[config.mk]
export PLATFORM = sky130hd
export DESIGN_NAME = cpl_req_fifo
export DESIGN_NICKNAME = d
export VERILOG_FILES = /design/src/rtl/rp_pkg.sv /design/src/rtl/cpl_req_fifo.sv
export SDC_FILE = /design/constraint.sdc
export NUM_CORES = 1
export LEC_CHECK = 0
export BUFFER_PORTS_ARGS = -buffer_cell sky130_fd_sc_hd__buf_2
export CORE_MARGIN = 4
export CORE_UTILIZATION = 60
export CTS_CLUSTER_SIZE = 25
export DETAILED_ROUTE_END_ITERATION = 8
export GPL_TIMING_DRIVEN = 0
export HOLD_SLACK_MARGIN = 0.08
export PLACE_DENSITY = 0.83
export RECOVER_POWER = 50
export SLEW_MARGIN = 20
export SYNTH_ARGS = -nofsm -noshare
export SYNTH_HDL_FRONTEND = slang
export SYNTH_SLANG_ARGS = --single-unit
[constraint.sdc]
create_clock -name clk_in -period 5.21 [get_ports clk_in]
set_input_delay 1.042 -clock clk_in [delete_from_list [all_inputs] [get_ports clk_in]]
set_output_delay 1.042 -clock clk_in [all_outputs]
set_load 0.01 [all_outputs]
[src/rtl/rp_pkg.sv]
// Shared widths and types for the root-port VC endpoint
// Stream beats are 128 bits and carry four dwords, DW0 in the low bits
// Only 3DW memory read, memory write and completion-with-data are encoded
// Payload lengths are whole memory lines, at most MAX_LEN_DW dwords

`default_nettype none

package rp_pkg;

   // ------------------------------------------------------------
   // Widths
   // ------------------------------------------------------------
   localparam int DATA_W     = 128;
   localparam int DW_W       = 32;
   localparam int LINE_DW    = 4;
   localparam int MAX_LEN_DW = 16;

   // ------------------------------------------------------------
   // TLP fmt/type byte, header DW0 bits 31:24
   // ------------------------------------------------------------
   typedef enum logic [7:0] {
      FT_MRD32 = 8'h00,
      FT_MWR32 = 8'h40,
      FT_CPLD  = 8'h4A
   } tlp_fmt_type_e;

   // ------------------------------------------------------------
   // Field types
   // ------------------------------------------------------------
   // One stream beat or one memory line
   typedef logic [DATA_W-1:0] beat_t;

   // Length field of DW0, in dwords
   typedef logic [9:0] len_dw_t;

   // Tag from DW1 of a request
   typedef logic [7:0] tag_t;

   // Requester or completer ID
   typedef logic [15:0] req_id_t;

   // Data beats of one TLP, 1 to 4
   typedef logic [2:0] beats_t;

endpackage

`default_nettype wire

[src/rtl/cpl_req_fifo.sv]
// Queue of pending completion requests, one entry per accepted read
// A push while full and a pop while empty are ignored
// Head fields are valid whenever not_empty is high
// An entry pushed on one edge shows as not_empty from the next cycle

`timescale 1ns/100ps
`default_nettype none

module cpl_req_fifo #(
   parameter int FIFO_DEPTH = 4,
   parameter int MEM_AW     = 6
) (
   input  logic                clk_in,
   input  logic                rstn,
   input  logic                push,
   input  rp_pkg::tag_t        req_tag,
   input  rp_pkg::req_id_t     req_id,
   input  logic [MEM_AW-1:0]   req_line,
   input  rp_pkg::len_dw_t     req_len,
   input  logic                pop,
   output logic                full,
   output logic                not_empty,
   output rp_pkg::tag_t        head_tag,
   output rp_pkg::req_id_t     head_id,
   output logic [MEM_AW-1:0]   head_line,
   output rp_pkg::len_dw_t     head_len
);

   localparam int PTR_W = (FIFO_DEPTH > 1) ? $clog2(FIFO_DEPTH) : 1;
   localparam int CNT_W = $clog2(FIFO_DEPTH + 1);

   rp_pkg::tag_t        tag_q  [FIFO_DEPTH];
   rp_pkg::req_id_t     id_q   [FIFO_DEPTH];
   logic [MEM_AW-1:0]   line_q [FIFO_DEPTH];
   rp_pkg::len_dw_t     len_q  [FIFO_DEPTH];
   logic [PTR_W-1:0]    wr_ptr;
   logic [PTR_W-1:0]    rd_ptr;
   logic [CNT_W-1:0]    count;
   logic                do_push;
   logic                do_pop;

   // Pointer step with wrap, depth need not be a power of two
   function automatic logic [PTR_W-1:0] ptr_inc(input logic [PTR_W-1:0] ptr);
      return (ptr == PTR_W'(FIFO_DEPTH - 1)) ? '0 : ptr + 1'b1;
   endfunction

   assign full      = (count == CNT_W'(FIFO_DEPTH));
   assign not_empty = (count != '0);
   assign do_push   = push && !full;
   assign do_pop    = pop && not_empty;

   assign head_tag  = tag_q[rd_ptr];
   assign head_id   = id_q[rd_ptr];
   assign head_line = line_q[rd_ptr];
   assign head_len  = len_q[rd_ptr];

   always_ff @(posedge clk_in)
   begin
      if (!rstn)
      begin
         wr_ptr <= '0;
         rd_ptr <= '0;
         count  <= '0;
      end
      else
      begin
         if (do_push)
            wr_ptr <= ptr_inc(wr_ptr);
         if (do_pop)
            rd_ptr <= ptr_inc(rd_ptr);
         case ({do_push, do_pop})
            2'b10:   count <= count + 1'b1;
            2'b01:   count <= count - 1'b1;
            default: count <= count;
         endcase
      end
   end

   // Entry storage
   always_ff @(posedge clk_in)
   begin
      if (do_push)
      begin
         tag_q[wr_ptr]  <= req_tag;
         id_q[wr_ptr]   <= req_id;
         line_q[wr_ptr] <= req_line;
         len_q[wr_ptr]  <= req_len;
      end
   end

endmodule

`default_nettype wire

After elaboration in Yosys (flattened, before gate mapping) --
Memories as Yosys holds them, arrays and structs flattened. A register that Yosys moved wholly into a read port is not among the register bits. Cells that the tools add are included.
Storage, ports and cells: register bits 7, bits in writable memories 160, input bits 44, output and inout port bits 42, word-level logic and storage cells 34, memories kept 4
Cells by class: add/subtract/negate cells 4, equality and inequality tests 5, muxes and demuxes 13, reduce and logical (&&, ||, !) cells 5
Memories:
- id_q | depth 4, width 16, rd ports 1, clocked after Yosys merged registers in 1, wr ports 1, RTL line cpl_req_fifo.sv:33 | rp_pkg::req_id_t id_q [FIFO_DEPTH];
- len_q | depth 4, width 10, rd ports 1, clocked after Yosys merged registers in 1, wr ports 1, RTL line cpl_req_fifo.sv:35 | rp_pkg::len_dw_t len_q [FIFO_DEPTH];
- tag_q | depth 4, width 8, rd ports 1, clocked after Yosys merged registers in 1, wr ports 1, RTL line cpl_req_fifo.sv:32 | rp_pkg::tag_t tag_q [FIFO_DEPTH];
- line_q | depth 4, width 6, rd ports 1, clocked after Yosys merged registers in 1, wr ports 1, RTL line cpl_req_fifo.sv:34 | logic [MEM_AW-1:0] line_q [FIFO_DEPTH];
Operators by type and width (count):
- 2-bit 2-to-1 mux | 10
- 2-bit equality test (second input constant) | 3
- 3-bit one-hot mux with 2 select lines | 1
- 2-bit by 1-bit adder with 2-bit output (second input constant) | 2
- 3-bit by 1-bit adder with 3-bit output (second input constant) | 1
- 3-bit equality test (second input constant) | 1
- 3-bit nonzero test | 1
- 3-bit by 1-bit subtractor with 3-bit output (second input constant) | 1
- 2-bit by 1-bit equality test with 1-bit output (second input constant) | 1
- 1-bit logical AND | 2
- 1-bit 2-to-1 mux | 2
- 2-bit nonzero test | 1
- 1-bit logical NOT | 1

Logic depth before layout (Yosys ltp) --
word-level depth 5, mapped depth 10, gate-level depth less buffers 9

Worst setup path after synthesis --
Ideal clock, no wire load.
path kind input port to flip-flop, start in push, end mem id_q[0][0] in the netlist's numbering, enable pin, arrival 2295 ps, path slack 2514 ps, stages 3, buffers on the path 1, cell sequence nor2b_1 > buf_2 > and2_1
Between the ends: word-level cells in the longest chain between the ends 3
Ends and longest elaborated chain:
- from (decl) | RTL line cpl_req_fifo.sv:15 | input logic push,
- 1-bit logical AND | RTL line cpl_req_fifo.sv:49 | assign do_push = push && !full;
- 1-bit 2-to-1 mux | RTL line cpl_req_fifo.sv:82 | if (do_push)
- 1-bit 2-to-1 mux (not written as such) | RTL line cpl_req_fifo.sv:85 | id_q[wr_ptr] <= req_id;
- to (decl) | RTL line cpl_req_fifo.sv:33
No other way between the ends.

==> out/summary.txt <==
outcome = finished with violations
failing checks = capacitance limit, slew limit
Die W = 111 um
CP Data Required Time = 4.17 ns
CTS max path bufs = 2
# clock sinks = 169
antenna cells = 0
Area contributors post-synth = edfxtp_1 76%, mux4_2 14%, dfxtp_1 2.9%, buf_12 1.3%, ha_1 1.2%
post-synth top area share = 76.1%
Clock power frac = 30.7%
CTS root buffer = clkbuf_8
Setup Crit Path Kind = flip-flop to primary output
Gate Count Post-Synth = 265
Final setup viols = 0
internal cell power = 2.76 mW
share of layout cells above drive strength 1 = 31.9%
Comb pwr share = 23.3%
die area = 0.0122 mm2
ratio of final minimum period to clock period = 55.8%
Crit Path Max Fanout = 10
antenna viol nets, final = 0
IO buf count = 85
CP delay by family, top = multiplexers
CTS tree = yes
Initial DRT Pass Iterations = 4
CTS Buf Count = 17
startpoint of the worst hold path = count[2]$_SDFFE_PN0P_
Hold Slack = 0.529 ns
I/O Pins = 86
Core Util, Final = 72.9%
DR vias/cell = 5.64
startpoint types = flip-flop
r2r setup slk = 2.41 ns
Mapped Nets = 316
cell taking the most area after synthesis = edfxtp_1
placed cell count = 490
Worst VDD drop = 251 uV
reg-to-reg startpoint = count[1]$_SDFFE_PN0P_
HP Class = flip-flop to flip-flop
Starting Density = 61.4%
largest net degree at the start of global routing = 23
Worst Path Arrival = 1.87 ns
RSZ-0062 raised after global routing = no
hold path cells = 2
Syn Area/Cell = 23.8 um2
Finished Cell Area = 0.00749 mm2
final hold viol count = 0
CP Buf/Inv Count = 3
Final Max Tran Viols = 38
commonest non-fill, non-tap cells in the layout = 160 x edfxtp_1, 48 x buf_2, 48 x clkbuf_1
sequential share of power = 46.0%
synthesized flop and latch total = 169
Worst Reg-to-Reg Cells = 5
Hold Crit Endpoint = count[2]$_SDFFE_PN0P_
Remaining DRCs = 0
routability cong. = 0.699
Filler cells = 650
Crit path largest cell delay = 0.55 ns
Sw Ratio = 25.1%
total setup buffers inserted after CTS = 0
dpl hpwl = 6760 um
setup TNS = 0 ns
Overflow after GRT = 0
Psw = 923 uW
min Tclk post-route = 2.91 ns
Final Non-Filler Cells = 522
cells along the critical path = buf_6 -> buf_12 -> mux4_2 -> buf_2
H-tree depth = 4
crit end category = primary output
Wirelength per Cell = 21.0 um
# Max-Cap Violations = 2
clock latency on the worst-skew pair = 0.52 ns
Max Clk Rate = 344 MHz
Clk pin slew, worst setup/hold paths = 0.06 ns
Hold-fix buffers, CTS = 0
skew final = 0.0117 ns
Power Dens Cells = 491 mW/mm2
Area growth syn-to-layout = 18.6%
initial antenna violation count = 0
Placed Instance Area = 0.00701 mm2
DR iter-0 viols = 204
Total GRT Usage = 19.7%
Yosys cell types = 23
post-cts resize count = 0
Pleak = 2.48 nW
first-pass GRT wire length = 17,900 um
std cell rows = 37
Die Y = 111 um
nets@finish = 424
commonest non-fill, non-tap cell in the layout = edfxtp_1
total number of vias = 2,946
vias in the first global route = 3,228
Ys Warns = 0
Netlist Area Pre-Place = 0.00631 mm2
overall routed net length = 11,000 um
area of the core = 0.0103 mm2
Slowest cell on crit path = mux4_2
Slew @ Worst Pin = 1.59 ns
Seq/Total Area, Yosys = 79.0%
slew margin rel. = -6.04%
FF-to-FF End = id_q[2][12]$_DFFE_PP_
registers in the layout (all words and copies together), names as in the netlist, named ones only:
| signal | cells |
|---|---|
| id_q | 64 |
| line_q | 24 |
| len_q | 40 |
| wr_ptr | 2 |
| count | 3 |
| rd_ptr | 2 |
| tag_q | 32 |
area by class of cell:
class	instances	area (um2)	area share (%)
Buffer	11	119	1.59
Sequential cell	169	4980	66.6
Clock buffer	22	433	5.78
Clock inverter	10	103	1.37
Multi-Input combinational cell	78	1180	15.8
Tap cell	136	170	2.27
Timing Repair Buffer	89	469	6.27
Inverter	7	26.3	0.351
worst max path at each step:
stage,start,end,depth (start not counted)
floorplan,push,id_q[0][0]$_DFFE_PP_,3
global placement,push,line_q[1][3]$_DFFE_PP_,4
detailed placement,push,count[2]$_SDFFE_PN0P_,10
CTS,flip-flop,head_len[1],4
global route,push,tag_q[2][6]$_DFFE_PP_,5
finish,flip-flop,head_len[1],4
worst min-delay path: cells and delay by family, from the launching register on:
family         cells  cell delay (ns)
flip-flops         1             0.33
AO/OA/AOI/OAI      2             0.14
cells by family after synthesis:
group                    after synthesis  synth area share (%)
flip-flops                           169                  79.0
multiplexers                          42                  14.6
AND/OR/NAND/NOR                       21                  1.78
buffers and inverters                 18                  2.32
adder cells (fa/ha/maj)                7                  1.51
AO/OA/AOI/OAI                          6                 0.555
XOR/XNOR                               2                 0.278
synth_stat cells:
cell / number
fa_1: 1
xnor2_1: 1
ha_1: 6
nor3b_2: 1
nand2_1: 7
o21ai_0: 4
mux4_2: 40
buf_6: 1
inv_1: 7
or3_1: 2
nand3_1: 2
mux2i_1: 2
edfxtp_1: 160
buf_12: 4
nor2_1: 2
xor2_1: 1
and2_1: 6
o31ai_1: 1
buf_2: 5
nor2b_1: 1
clkbuf_1: 1
a21boi_0: 1
dfxtp_1: 9
per-layer routing:
metal  vias to the layer above  track usage [%]  wire length [um]
li1                       1315                -                 -
met1                      1530             25.6              4490
met2                        90             32.4              5820
met3                        11             4.99               524
met4                         0             7.39               150
met5                         -                0                 0
power by group through the flow:
stage / logic [mW] / clock network, mW / registers [mW]
2_1_floorplan: 0.584 / 0 / 1.70
3_3_place_gp: 0.835 / 0 / 1.71
3_5_place_dp: 0.876 / 0 / 1.72
4_1_cts: 0.883 / 1.15 / 1.69
5_1_grt: 0.934 / 1.22 / 1.70
6_report: 0.858 / 1.13 / 1.69
per-stage QoR:
stage / setup WS [ns] / power (mW)
floorplan: 2.51 / 2.29
global placement: 1.69 / 2.55
detailed placement: 2.39 / 2.59
CTS: 2.28 / 3.72
global route: 2.13 / 3.85
finish: 2.30 / 3.68
(Power assumes the default switching activity.)
