File: src/rtl/rp_pkg.sv
// Shared widths and types for the root-port VC endpoint
// Stream beats are 128 bits and carry four dwords, DW0 in the low bits
// Only 3DW memory read, memory write and completion-with-data are encoded
// Payload lengths are whole memory lines, at most MAX_LEN_DW dwords

`default_nettype none

package rp_pkg;

   // ------------------------------------------------------------
   // Widths
   // ------------------------------------------------------------
   localparam int DATA_W     = 128;
   localparam int DW_W       = 32;
   localparam int LINE_DW    = 4;
   localparam int MAX_LEN_DW = 16;

   // ------------------------------------------------------------
   // TLP fmt/type byte, header DW0 bits 31:24
   // ------------------------------------------------------------
   typedef enum logic [7:0] {
      FT_MRD32 = 8'h00,
      FT_MWR32 = 8'h40,
      FT_CPLD  = 8'h4A
   } tlp_fmt_type_e;

   // ------------------------------------------------------------
   // Field types
   // ------------------------------------------------------------
   // One stream beat or one memory line
   typedef logic [DATA_W-1:0] beat_t;

   // Length field of DW0, in dwords
   typedef logic [9:0] len_dw_t;

   // Tag from DW1 of a request
   typedef logic [7:0] tag_t;

   // Requester or completer ID
   typedef logic [15:0] req_id_t;

   // Data beats of one TLP, 1 to 4
   typedef logic [2:0] beats_t;

endpackage

`default_nettype wire

File: src/rtl/tx_cpl_builder.sv
// Completion builder on the Avalon-ST style tx stream
// Sends one CplD per queued request, successful status, lower address 0
// Header beat one cycle after pop, each data beat two cycles after the last transfer
// All tx outputs hold while tx_st_valid is high and tx_st_ready is low
// Request lengths are assumed already checked, 1 to 4 full lines

`timescale 1ns/100ps
`default_nettype none

module tx_cpl_builder #(
   parameter int              MEM_AW       = 6,
   parameter rp_pkg::req_id_t COMPLETER_ID = 16'h0100
) (
   input  logic                clk_in,
   input  logic                rstn,
   input  logic                not_empty,
   input  rp_pkg::tag_t        head_tag,
   input  rp_pkg::req_id_t     head_id,
   input  logic [MEM_AW-1:0]   head_line,
   input  rp_pkg::len_dw_t     head_len,
   input  rp_pkg::beat_t       rd_data,
   input  logic                tx_st_ready,
   output logic                pop,
   output logic                rd_en,
   output logic [MEM_AW-1:0]   rd_line,
   output logic                tx_st_valid,
   output logic                tx_st_sop,
   output logic                tx_st_eop,
   output rp_pkg::beat_t       tx_st_data
);

   typedef enum logic [1:0] {
      TX_IDLE,
      TX_HDR,
      TX_READ,
      TX_DATA
   } tx_state_e;

   tx_state_e                 state;
   logic [MEM_AW-1:0]         line_ptr;
   rp_pkg::beats_t            beats_left;
   logic [11:0]               byte_cnt;
   logic [rp_pkg::DW_W-1:0]   cpl_dw0;
   logic [rp_pkg::DW_W-1:0]   cpl_dw1;
   logic [rp_pkg::DW_W-1:0]   cpl_dw2;

   // ------------------------------------------------------------
   // Completion header from the queue head
   // ------------------------------------------------------------
   assign byte_cnt = {head_len, 2'b00};
   assign cpl_dw0  = {rp_pkg::FT_CPLD, 14'h0, head_len};
   // Status 000, BCM clear
   assign cpl_dw1  = {COMPLETER_ID, 3'b000, 1'b0, byte_cnt};
   assign cpl_dw2  = {head_id, head_tag, 1'b0, 7'h00};

   assign pop     = (state == TX_IDLE) && not_empty;
   assign rd_en   = (state == TX_READ);
   assign rd_line = line_ptr;

   // ------------------------------------------------------------
   // FSM
   // ------------------------------------------------------------
   always_ff @(posedge clk_in)
   begin
      if (!rstn)
      begin
         state       <= TX_IDLE;
         tx_st_valid <= 1'b0;
         tx_st_sop   <= 1'b0;
         tx_st_eop   <= 1'b0;
         beats_left  <= '0;
      end
      else
      begin
         case (state)
            TX_IDLE:
            begin
               if (not_empty)
               begin
                  state       <= TX_HDR;
                  tx_st_valid <= 1'b1;
                  tx_st_sop   <= 1'b1;
                  tx_st_eop   <= 1'b0;
                  beats_left  <= rp_pkg::beats_t'(head_len / rp_pkg::LINE_DW);
               end
            end
            TX_HDR:
            begin
               if (tx_st_ready)
               begin
                  state       <= TX_READ;
                  tx_st_valid <= 1'b0;
                  tx_st_sop   <= 1'b0;
               end
            end
            // Memory returns the line at the end of this cycle
            TX_READ: state <= TX_DATA;
            TX_DATA:
            begin
               if (!tx_st_valid)
               begin
                  // Capture cycle
                  tx_st_valid <= 1'b1;
                  tx_st_eop   <= (beats_left == 3'd1);
               end
               else if (tx_st_ready)
               begin
                  tx_st_valid <= 1'b0;
                  tx_st_eop   <= 1'b0;
                  beats_left  <= beats_left - 3'd1;
                  state       <= tx_st_eop ? TX_IDLE : TX_READ;
               end
            end
            default: state <= TX_IDLE;
         endcase
      end
   end

   // ------------------------------------------------------------
   // Beat data and line pointer
   // ------------------------------------------------------------
   always_ff @(posedge clk_in)
   begin
      if (pop)
      begin
         tx_st_data <= {{rp_pkg::DW_W{1'b0}}, cpl_dw2, cpl_dw1, cpl_dw0};
         line_ptr   <= head_line;
      end
      if (rd_en)
         line_ptr <= line_ptr + 1'b1;
      if ((state == TX_DATA) && !tx_st_valid)
         tx_st_data <= rd_data;
   end

endmodule

`default_nettype wire

File: config.mk
export PLATFORM = sky130hd
export DESIGN_NAME = tx_cpl_builder
export DESIGN_NICKNAME = d
export VERILOG_FILES = /design/src/rtl/rp_pkg.sv /design/src/rtl/tx_cpl_builder.sv
export SDC_FILE = /design/constraint.sdc
export NUM_CORES = 1
export LEC_CHECK = 0
export ABC_AREA = 1
export ABC_CLOCK_PERIOD_IN_PS = 13000
export BUFFER_PORTS_ARGS = -buffer_cell sky130_fd_sc_hd__buf_4
export CORE_MARGIN = 3
export CORE_UTILIZATION = 36
export DETAILED_ROUTE_END_ITERATION = 6
export PLACE_DENSITY = 0.66
export SYNTH_ARGS = -nofsm -noshare
export SYNTH_HDL_FRONTEND = slang
export SYNTH_SLANG_ARGS = --single-unit
File: constraint.sdc
create_clock -name clk_in -period 13 [get_ports clk_in]
set_input_delay 0 -clock clk_in [delete_from_list [all_inputs] [get_ports clk_in]]
set_output_delay 0 -clock clk_in [all_outputs]
set_load 0.01 [all_outputs]
Yosys cells after proc, flatten, opt, wreduce, memory -nomap -nowiden
Cells that the tools add are included.
W data, S select, Z words.
- output and inout bits: 139
- bits in latches: 0
- register bits: 142
- memories kept: 0
- RAM bits: 0
- logic and storage cells: 55
- memory bits (read-only): 0
- input port bits: 172
- muxes and demuxes: 23
- reduce and logical (&&, ||, !) cells: 14
- multipliers: 0
- add/subtract/negate cells: 2
- divide/modulo/power cells: 0
- bitwise logic cells: 0
- $lt $le $gt $ge: 0
- equality and inequality tests: 9
- shift operators: 0
- operators by type and width (operator ; number):
    $mux W128 ; 2
    $mux W6 ; 2
    $mux W2 ; 5
    $mux W3 ; 3
    $reduce_and A3 Y1 ; 3
    $ne A2 B2 Y1 const B ; 4
    $pmux W2 S4 ; 1
    $reduce_and A4 Y1 ; 2
    $reduce_bool A2 Y1 ; 4
    $add A6 B1 Y6 const B ; 1
    $mux W1 ; 6
    $pmux W3 S2 ; 1
    $eq A2 B2 Y1 const B ; 2
    $pmux W1 S2 ; 2
    $eq A3 B1 Y1 const B ; 1
    $ne A3 B3 Y1 const B ; 1
    $pmux W1 S3 ; 1
    $reduce_bool A3 Y1 ; 1
    $sub A3 B1 Y3 const B ; 1
    $eq A2 B1 Y1 const B ; 1
    $logic_and A1 B1 Y1 ; 2
    $logic_not A2 Y1 ; 1
    $logic_not A1 Y1 ; 1

Longest topological paths before layout
Gate-level depths: netlist of run 1.
- depth after elaboration: 4
- depth in mapped cells: 8
- depth with buffers taken out: 8

Worst setup path after synthesis of run 1
No wires, ideal clock.
- kind: register to register
- start point: register state[0]
- end point: register tx_st_data[0], enable pin
- library setup time: 493 ps
- buffers on the path: 1
- arrival: 3598 ps
- period minus slack after synthesis: 4091 ps
- path slack: 8909 ps
- required time: 12507 ps
- cell stages (with the launch flop): 6
- cells stage by stage: dfxtp_1 -> nand2_2 -> inv_2 -> nand2_4 -> buf_6 -> nand2_1
- cells in the longest elaborated chain, start to end: 3
- elaborated cells between the ends (all ways): 5
- classes of those cells: 1 x eq/ne; 4 x reduce/logical
- ends and longest elaborated chain (element ; RTL line ; text):
    start: declaration ; tx_cpl_builder.sv:39 ; tx_state_e state;
    start signal: assignment ; tx_cpl_builder.sv:111 ; state <= tx_st_eop ? TX_IDLE : TX_READ;
    $eq A2 B2 Y1 / $logic_not A2 Y1 (equally long branches) ; tx_cpl_builder.sv:131, tx_cpl_builder.sv:56 ;
    $logic_and A1 B1 Y1, on equally long branches ; tx_cpl_builder.sv:131, tx_cpl_builder.sv:56 ;
    $reduce_bool A2 Y1 (no line) * ; n/a ;
    end signal: assignment ; tx_cpl_builder.sv:126 ; tx_st_data <= {{rp_pkg::DW_W{1'b0}}, cpl_dw2, cpl_dw1, cpl_dw0};
    end signal: assignment ; tx_cpl_builder.sv:132 ; tx_st_data <= rd_data;
    end: declaration ; tx_cpl_builder.sv:29 ; output rp_pkg::beat_t tx_st_data
Every way passes the cells marked *; elsewhere a longest branch is shown, timed or not.
A chain may end at the register's enable or synchronous reset.

Worst setup path after layout of run 1
- start point: register state[0]
- end point: register tx_st_data[27], enable pin
Same word-level chain as after synthesis.

==> results of run 1 <==
area by class of cell:
class | count | area [sq um]
fillers | 1135 | 5190
flip-flops and latches | 142 | 4180
multi-input cells | 288 | 1180
repair buffers | 495 | 4170
clock inverters | 14 | 135
inverters | 101 | 379
well taps | 216 | 270
clock buffers | 18 | 429
synthesized netlist by cell type, types with 2 or more instances:
cell,n
a21oi_1,4
inv_2,2
edfxtp_1,134
ha_1,3
inv_1,99
buf_6,11
dfxtp_1,8
xor2_1,2
nor2_1,93
buf_4,4
o21ai_0,8
nand2_1,160
nand3_1,10
or2_2,4
report_power, final:
| part | internal [mW] | switching [mW] | total [mW] |
|---|---|---|---|
| sequential | 0.570 | 0.0198 | 0.590 |
| combinational | 0.151 | 0.138 | 0.289 |
| clock | 0.266 | 0.194 | 0.460 |
| total | 0.987 | 0.352 | 1.34 |
kinds of logic (layout without fill, tap and decap cells):
| group | after synthesis | after routing | share of synthesized area, % |
|---|---|---|---|
| simple gates | 270 | 270 | 17.8 |
| compound gates | 13 | 13 | 1.15 |
| buf+inv | 119 | 628 | 9.25 |
| fa+ha+maj | 3 | 3 | 0.636 |
| xor+xnor | 2 | 2 | 0.297 |
| flops | 142 | 142 | 70.9 |
per-stage QoR:
stage / setup slack [ns] / cell area (sq um) / power [mW] / util (%)
global placement: 9.89 / 8350 / 0.827 / 52.4
floorplan: 8.91 / 5900 / 0.700 / -
finish: 9.94 / 10800 / 1.34 / 67.4
CTS: 9.86 / 10800 / 1.34 / 67.4
detailed placement: 9.87 / 8350 / 0.830 / 52.4
global route: 9.62 / 10800 / 1.39 / 67.4
final timing paths:
kind               startpoint  slack [ns]        endpoint
hold / removal    head_len[2]        0.02   beats_left[0]
hold reg to reg     tx_st_sop        0.48       tx_st_sop
setup reg to reg     state[0]        9.94  tx_st_data[27]
setup / recovery     state[0]        9.94  tx_st_data[27]
layout by cell type, fill, tap and decap left out, drive strengths merged:
cell type    synthesis  final
nand2              162    162
clkbuf               1     18
dfxtp                8      8
o211ai               1      1
buf                 17    312
nor2                93     93
or2                  4      4
nand4                1      1
dlygate4sd3          0    183
edfxtp             134    134
clkinv               0      5
inv                101    105
bufinv               0      1
clkinvlp             0      4
xor2                 2      2
nand3               10     10
o21ai                8      8
a21oi                4      4
ha                   3      3
state kept, by name, summed over array words and instances (netlist names):
name and cells:
tx_st_valid 1, beats_left 3, tx_st_eop 1, tx_st_sop 1, tx_st_data 128, state 2
rd_line 6
worst max-delay path, delay by kind of cell, from the launching register on:
family,cells,cell delay [ns]
simple gates,3,1.22
buf+inv,2,0.91
flops,1,0.44
layer usage:
layer / vias up / wire (um) / global-route usage, %
met5: - / 0 / 0
met4: 0 / 860 / 10.7
met3: 59 / 1700 / 7.58
met2: 262 / 10300 / 38.5
met1: 2602 / 7230 / 23.4
li1: 2707 / - / -
repair_timing:
item                                    CTS  global route
setup buffers                             0             0
endpoints found under the setup margin    0             0
hold endpoints to repair                142             0
hold buffers                            183             0
==> results.yml, run 1 <==
synthesis:
  synth_top_area_cell: "edfxtp_1"
  yosysUniqueCellTypes: 21
  synth_fp_nets: 724
  synth-edff-count: 134
  async_flop_share_pct: 0
  synthCells: 549
  synth_area_leaders: "edfxtp_1 (68%), nand2_1 (10%), inv_1 (6.3%)"
  netlist.area_leader.share_pct: 68.2
  syn_area_sq_mm: 0.00590
  postSynthAreaPerCell_sq_um: 10.7
  ys_warn_count: 0
  ys_ff_latch: 142
  yosysSeqAreaShare_pct: 70.9
  synth_ff_type: "edfxtp_1"
sta:
  rsz0062_at_grt: "no"
  maxSlewViolCount: 0
  worstMarginPinSlew_ns: 0.871
  skew_ns: 0.00851
  min_period_over_period_pct: 23.5
  post-route-min-period_ns: 3.06
  max_clock_freq_ghz: 0.327
  hold_violations: 0
  hold_ws_ns: 0.0199
  maxSlewHeadroom_pct: 41.9
  finalSetupViolCount: 0
  tns_ns: 0
placement:
  dp_cells: 1059
  dp_hpwl_um: 12200
  place.gp.congestion: 0.778
  io_buffers: 310
clock_tree:
  clock_latency_ns: 0.41
  ctsResizeCount: 0
  clkTransAtPathRegs_ns: 0.06
  cts_root_buffer: "clkbuf_16"
  cts_sinks: 142
  cts_tree: "built"
  cts_made_buffers: 17
  cts_max_path_buffers: 2
  h-tree-depth: 4
grt:
  grt_antenna_before_repair: 0
  grt_usage_pct: 21.9
  grt_max_degree: 68
  grt_first_pass_wirelength_um: 30300
  grt_pass1_vias: 5796
  grt_overflow_total: 0
route:
  avgViaCountPerCell: 4.42
  drcViolationCount: 0
  vias: 5630
  drt-total-wl_um: 20100
  antenna_left: 0
  wl_per_cell_um: 15.8
  drtPass1Iterations: 4
  drt_iter0_markers: 378
min_path:
  hp-class: "in -> reg"
  min_path_cells: 7
worst_setup_path:
  worstPathCellList: "nand2_2 > inv_2 > nand2_4 > nand2_4 > buf_4"
  crit_path_max_incr_delay_ns: 0.80
  cp.arrival_ns: 3.10
  cp_max_fo: 67
  path_class: "reg -> reg"
  cp-end-kind: "register"
  crit_required_ns: 13.04
  path_common_cell: "nand2_4"
  reg2reg_depth: 5
  cpMaxStageDelayCell: "buf_4"
  start_kind: "register"
final_layout:
  antennaDiodeCount: 0
  drive_gt1_share_pct: 33.3
  nNetsFinal: 1220
  fin_cells: 1274
  area_growth_pct: 82.2
status:
  status: "complete, no violations"
power_and_ir_drop:
  leakagePower_nw: 5.16
  power_density_mw_per_mm2: 125
  vdd_drop_max_mv: 0.0789
floorplanning:
  die_h_um: 134
  core_area_sq_mm: 0.0159
  io_pins: 311
  die_area_sq_mm: 0.0180
  die_w_um: 134
  initial_utilization_pct: 37.0
  rows: 46
run:
  max-cap-violations: 0
Power figures use the tool's default switching activity.
==> inputs of run 2 (changes only) <==
ABC_CLOCK_PERIOD_IN_PS = 3120   (was 13000)
clock period = 3.12 ns   (was 13 ns; I/O delays follow)
==> run 2 against run 1 <==
Sequential share of layout area decreased by 0.22 points. Critical path depth increased by 2. Global-route usage decreased by 0.25 points. Setup slack got worse by 9.4 ns. Via count increased by 0.16%. Cell area increased by 0.56%. Highest routed layer unchanged. Sequential power increased to 4.2 times the previous value.
==> results.yml, run 2 (same netlist as run 1, synthesis figures left out) <==
status:
  status: "complete, no violations"
grt:
  grt_use_met3_pct: 5.96
  met1_usage_pct: 24.9
  grt_first_pass_wirelength_um: 30000
  grt_usage_pct: 21.6
  grt_antenna_before_repair: 0
  top_usage_layer: "met2"
  grt_max_degree: 89
  grt_pass1_vias: 5685
  grt_overflow_total: 0
  use_met2_pct: 38.6
sta:
  min_period_over_period_pct: 83.9
  skew_ns: 0.00669
  maxSlewViolCount: 0
  layout_setup_ws_ns: 0.504
  hold_ws_ns: 0.0116
  maxSlewHeadroom_pct: 46.0
  rsz0062_at_grt: "no"
  post-route-min-period_ns: 2.62
  hold_violations: 0
  worstMarginPinSlew_ns: 0.810
  max_clock_freq_ghz: 0.382
  tns_ns: 0
  finalSetupViolCount: 0
final_layout:
  drive_gt1_share_pct: 33.1
  mostFrequentLayoutCells: "buf_4 (310), dlygate4sd3_1 (183), nand2_1 (159)"
  final_common_cell: "buf_4"
  area_growth_pct: 83.2
  nNetsFinal: 1221
  antennaDiodeCount: 0
  register_area_sq_mm: 0.00418
  num-fill-cells: 1101
  multi_input_area_sq_mm: 0.00119
  fin_cells: 1275
  largest_reg_flops: 128
  largest-register: "tx_st_data"
placement:
  pre_cts_ws_ns: 1.05
  place.gp.congestion: 0.811
  io_buffers: 310
  dp_hpwl_um: 12800
  dp_cells: 1060
worst_setup_path:
  path_class: "reg -> reg"
  reg2reg_depth: 7
  regToRegEndpoint: "tx_st_data[41]"
  reg2reg_from: "state[0]"
  cp_max_fo: 44
  cp.arrival_ns: 2.89
  crit_buf_inv: 3
  worstPathCellList: "nand2_2 > inv_2 > nand2_4 > inv_2 > nand2_1 > nand2_1 > dlygate4sd3_1"
  crit_required_ns: 3.39
  critPathTopFamily: "buffers and inverters"
  cpMaxStageDelayCell: "inv_2"
  cp-end-kind: "register"
  ff2ff_setup_slack_ns: 0.50
  crit_path_max_incr_delay_ns: 0.67
  start_kind: "register"
min_path:
  min_to: "beats_left[0]"
  hp-class: "in -> reg"
  min-delay-start: "head_len[2]"
  min_path_cells: 7
power_and_ir_drop:
  p_total_mw: 5.63
  power_density_mw_per_mm2: 521
  leakagePower_nw: 5.18
  vdd_drop_max_mv: 0.379
clock_tree:
  clkTransAtPathRegs_ns: 0.06
  cts_made_buffers: 17
  cts_max_path_buffers: 2
  cts_tree: "built"
  h-tree-depth: 4
  cts_sinks: 142
  cts_root_buffer: "clkbuf_16"
  clock_latency_ns: 0.41
floorplanning:
  initial_utilization_pct: 37.0
  rows: 46
  die_h_um: 134
  core_area_sq_mm: 0.0159
  io_pins: 311
  die_w_um: 134
  die_area_sq_mm: 0.0180
route:
  drt-total-wl_um: 20000
  wl_per_cell_um: 15.7
  vias: 5639
  avgViaCountPerCell: 4.42
  drcViolationCount: 0
  drt_iter0_markers: 330
  antenna_left: 0
  drtPass1Iterations: 4
run:
  max-cap-violations: 0
-- run 2: cell types whose count changed in the layout (fill, tap and decap cells not counted), sizes merged --
cell      previous run  this run
inv                105       103
bufinv               1         2
buf                312       313
clkinvlp             4         5
-- run 2: worst min-delay path, delay by kind of cell --
kind | cells | cell delay (ns)
buffers and inverters | 2 | 0.12
and+or+nand+nor | 5 | 0.25
-- run 2: metrics by stage --
stage | utilization [%] | cell area (sq um)
after global placement | 52.7 | 8410
after detailed placement | 52.7 | 8410
after global routing | 67.8 | 10800
final | 67.8 | 10800
after floorplan | - | 5900
after CTS | 67.8 | 10800
-- run 2: routing by layer --
layer  wire, um  vias to the layer above
met4        592                        0
met5          0                        -
met2      10200                      256
met3       1390                       42
li1           -                     2705
met1       7730                     2636
-- run 2: layout make-up --
| class | instances | area share [%] |
|---|---|---|
| inverters | 101 | 3.51 |
| well taps | 216 | 2.50 |
| repair buffers | 496 | 39.0 |
| clock inverters | 14 | 1.31 |
| flip-flops and latches | 142 | 38.7 |
| multi-input cells | 288 | 11.0 |
| clock buffers | 18 | 3.97 |
-- run 2: worst max path at each step --
stage / start / end / cells after the start
detailed placement: state[0] / tx_st_data[7] / 6
finish: state[0] / tx_st_data[41] / 7
CTS: state[0] / tx_st_data[41] / 7
floorplan: state[0] / tx_st_data[0] / 5
global route: state[0] / tx_st_data[84] / 7
global placement: state[0] / tx_st_data[35] / 6
-- run 2: timing repair --
action                                  4_1_cts  5_1_grt
endpoints found under the setup margin        0        0
hold buffers                                183        0
setup buffers                                 0        0
hold endpoints to repair                    142        0
resized for setup                             0        0
-- run 2: power by group --
part	internal [mW]	total, mW	switching, mW
Sequential	2.37	2.46	0.0872
Clock	1.17	1.95	0.781
Combinational	0.646	1.22	0.575
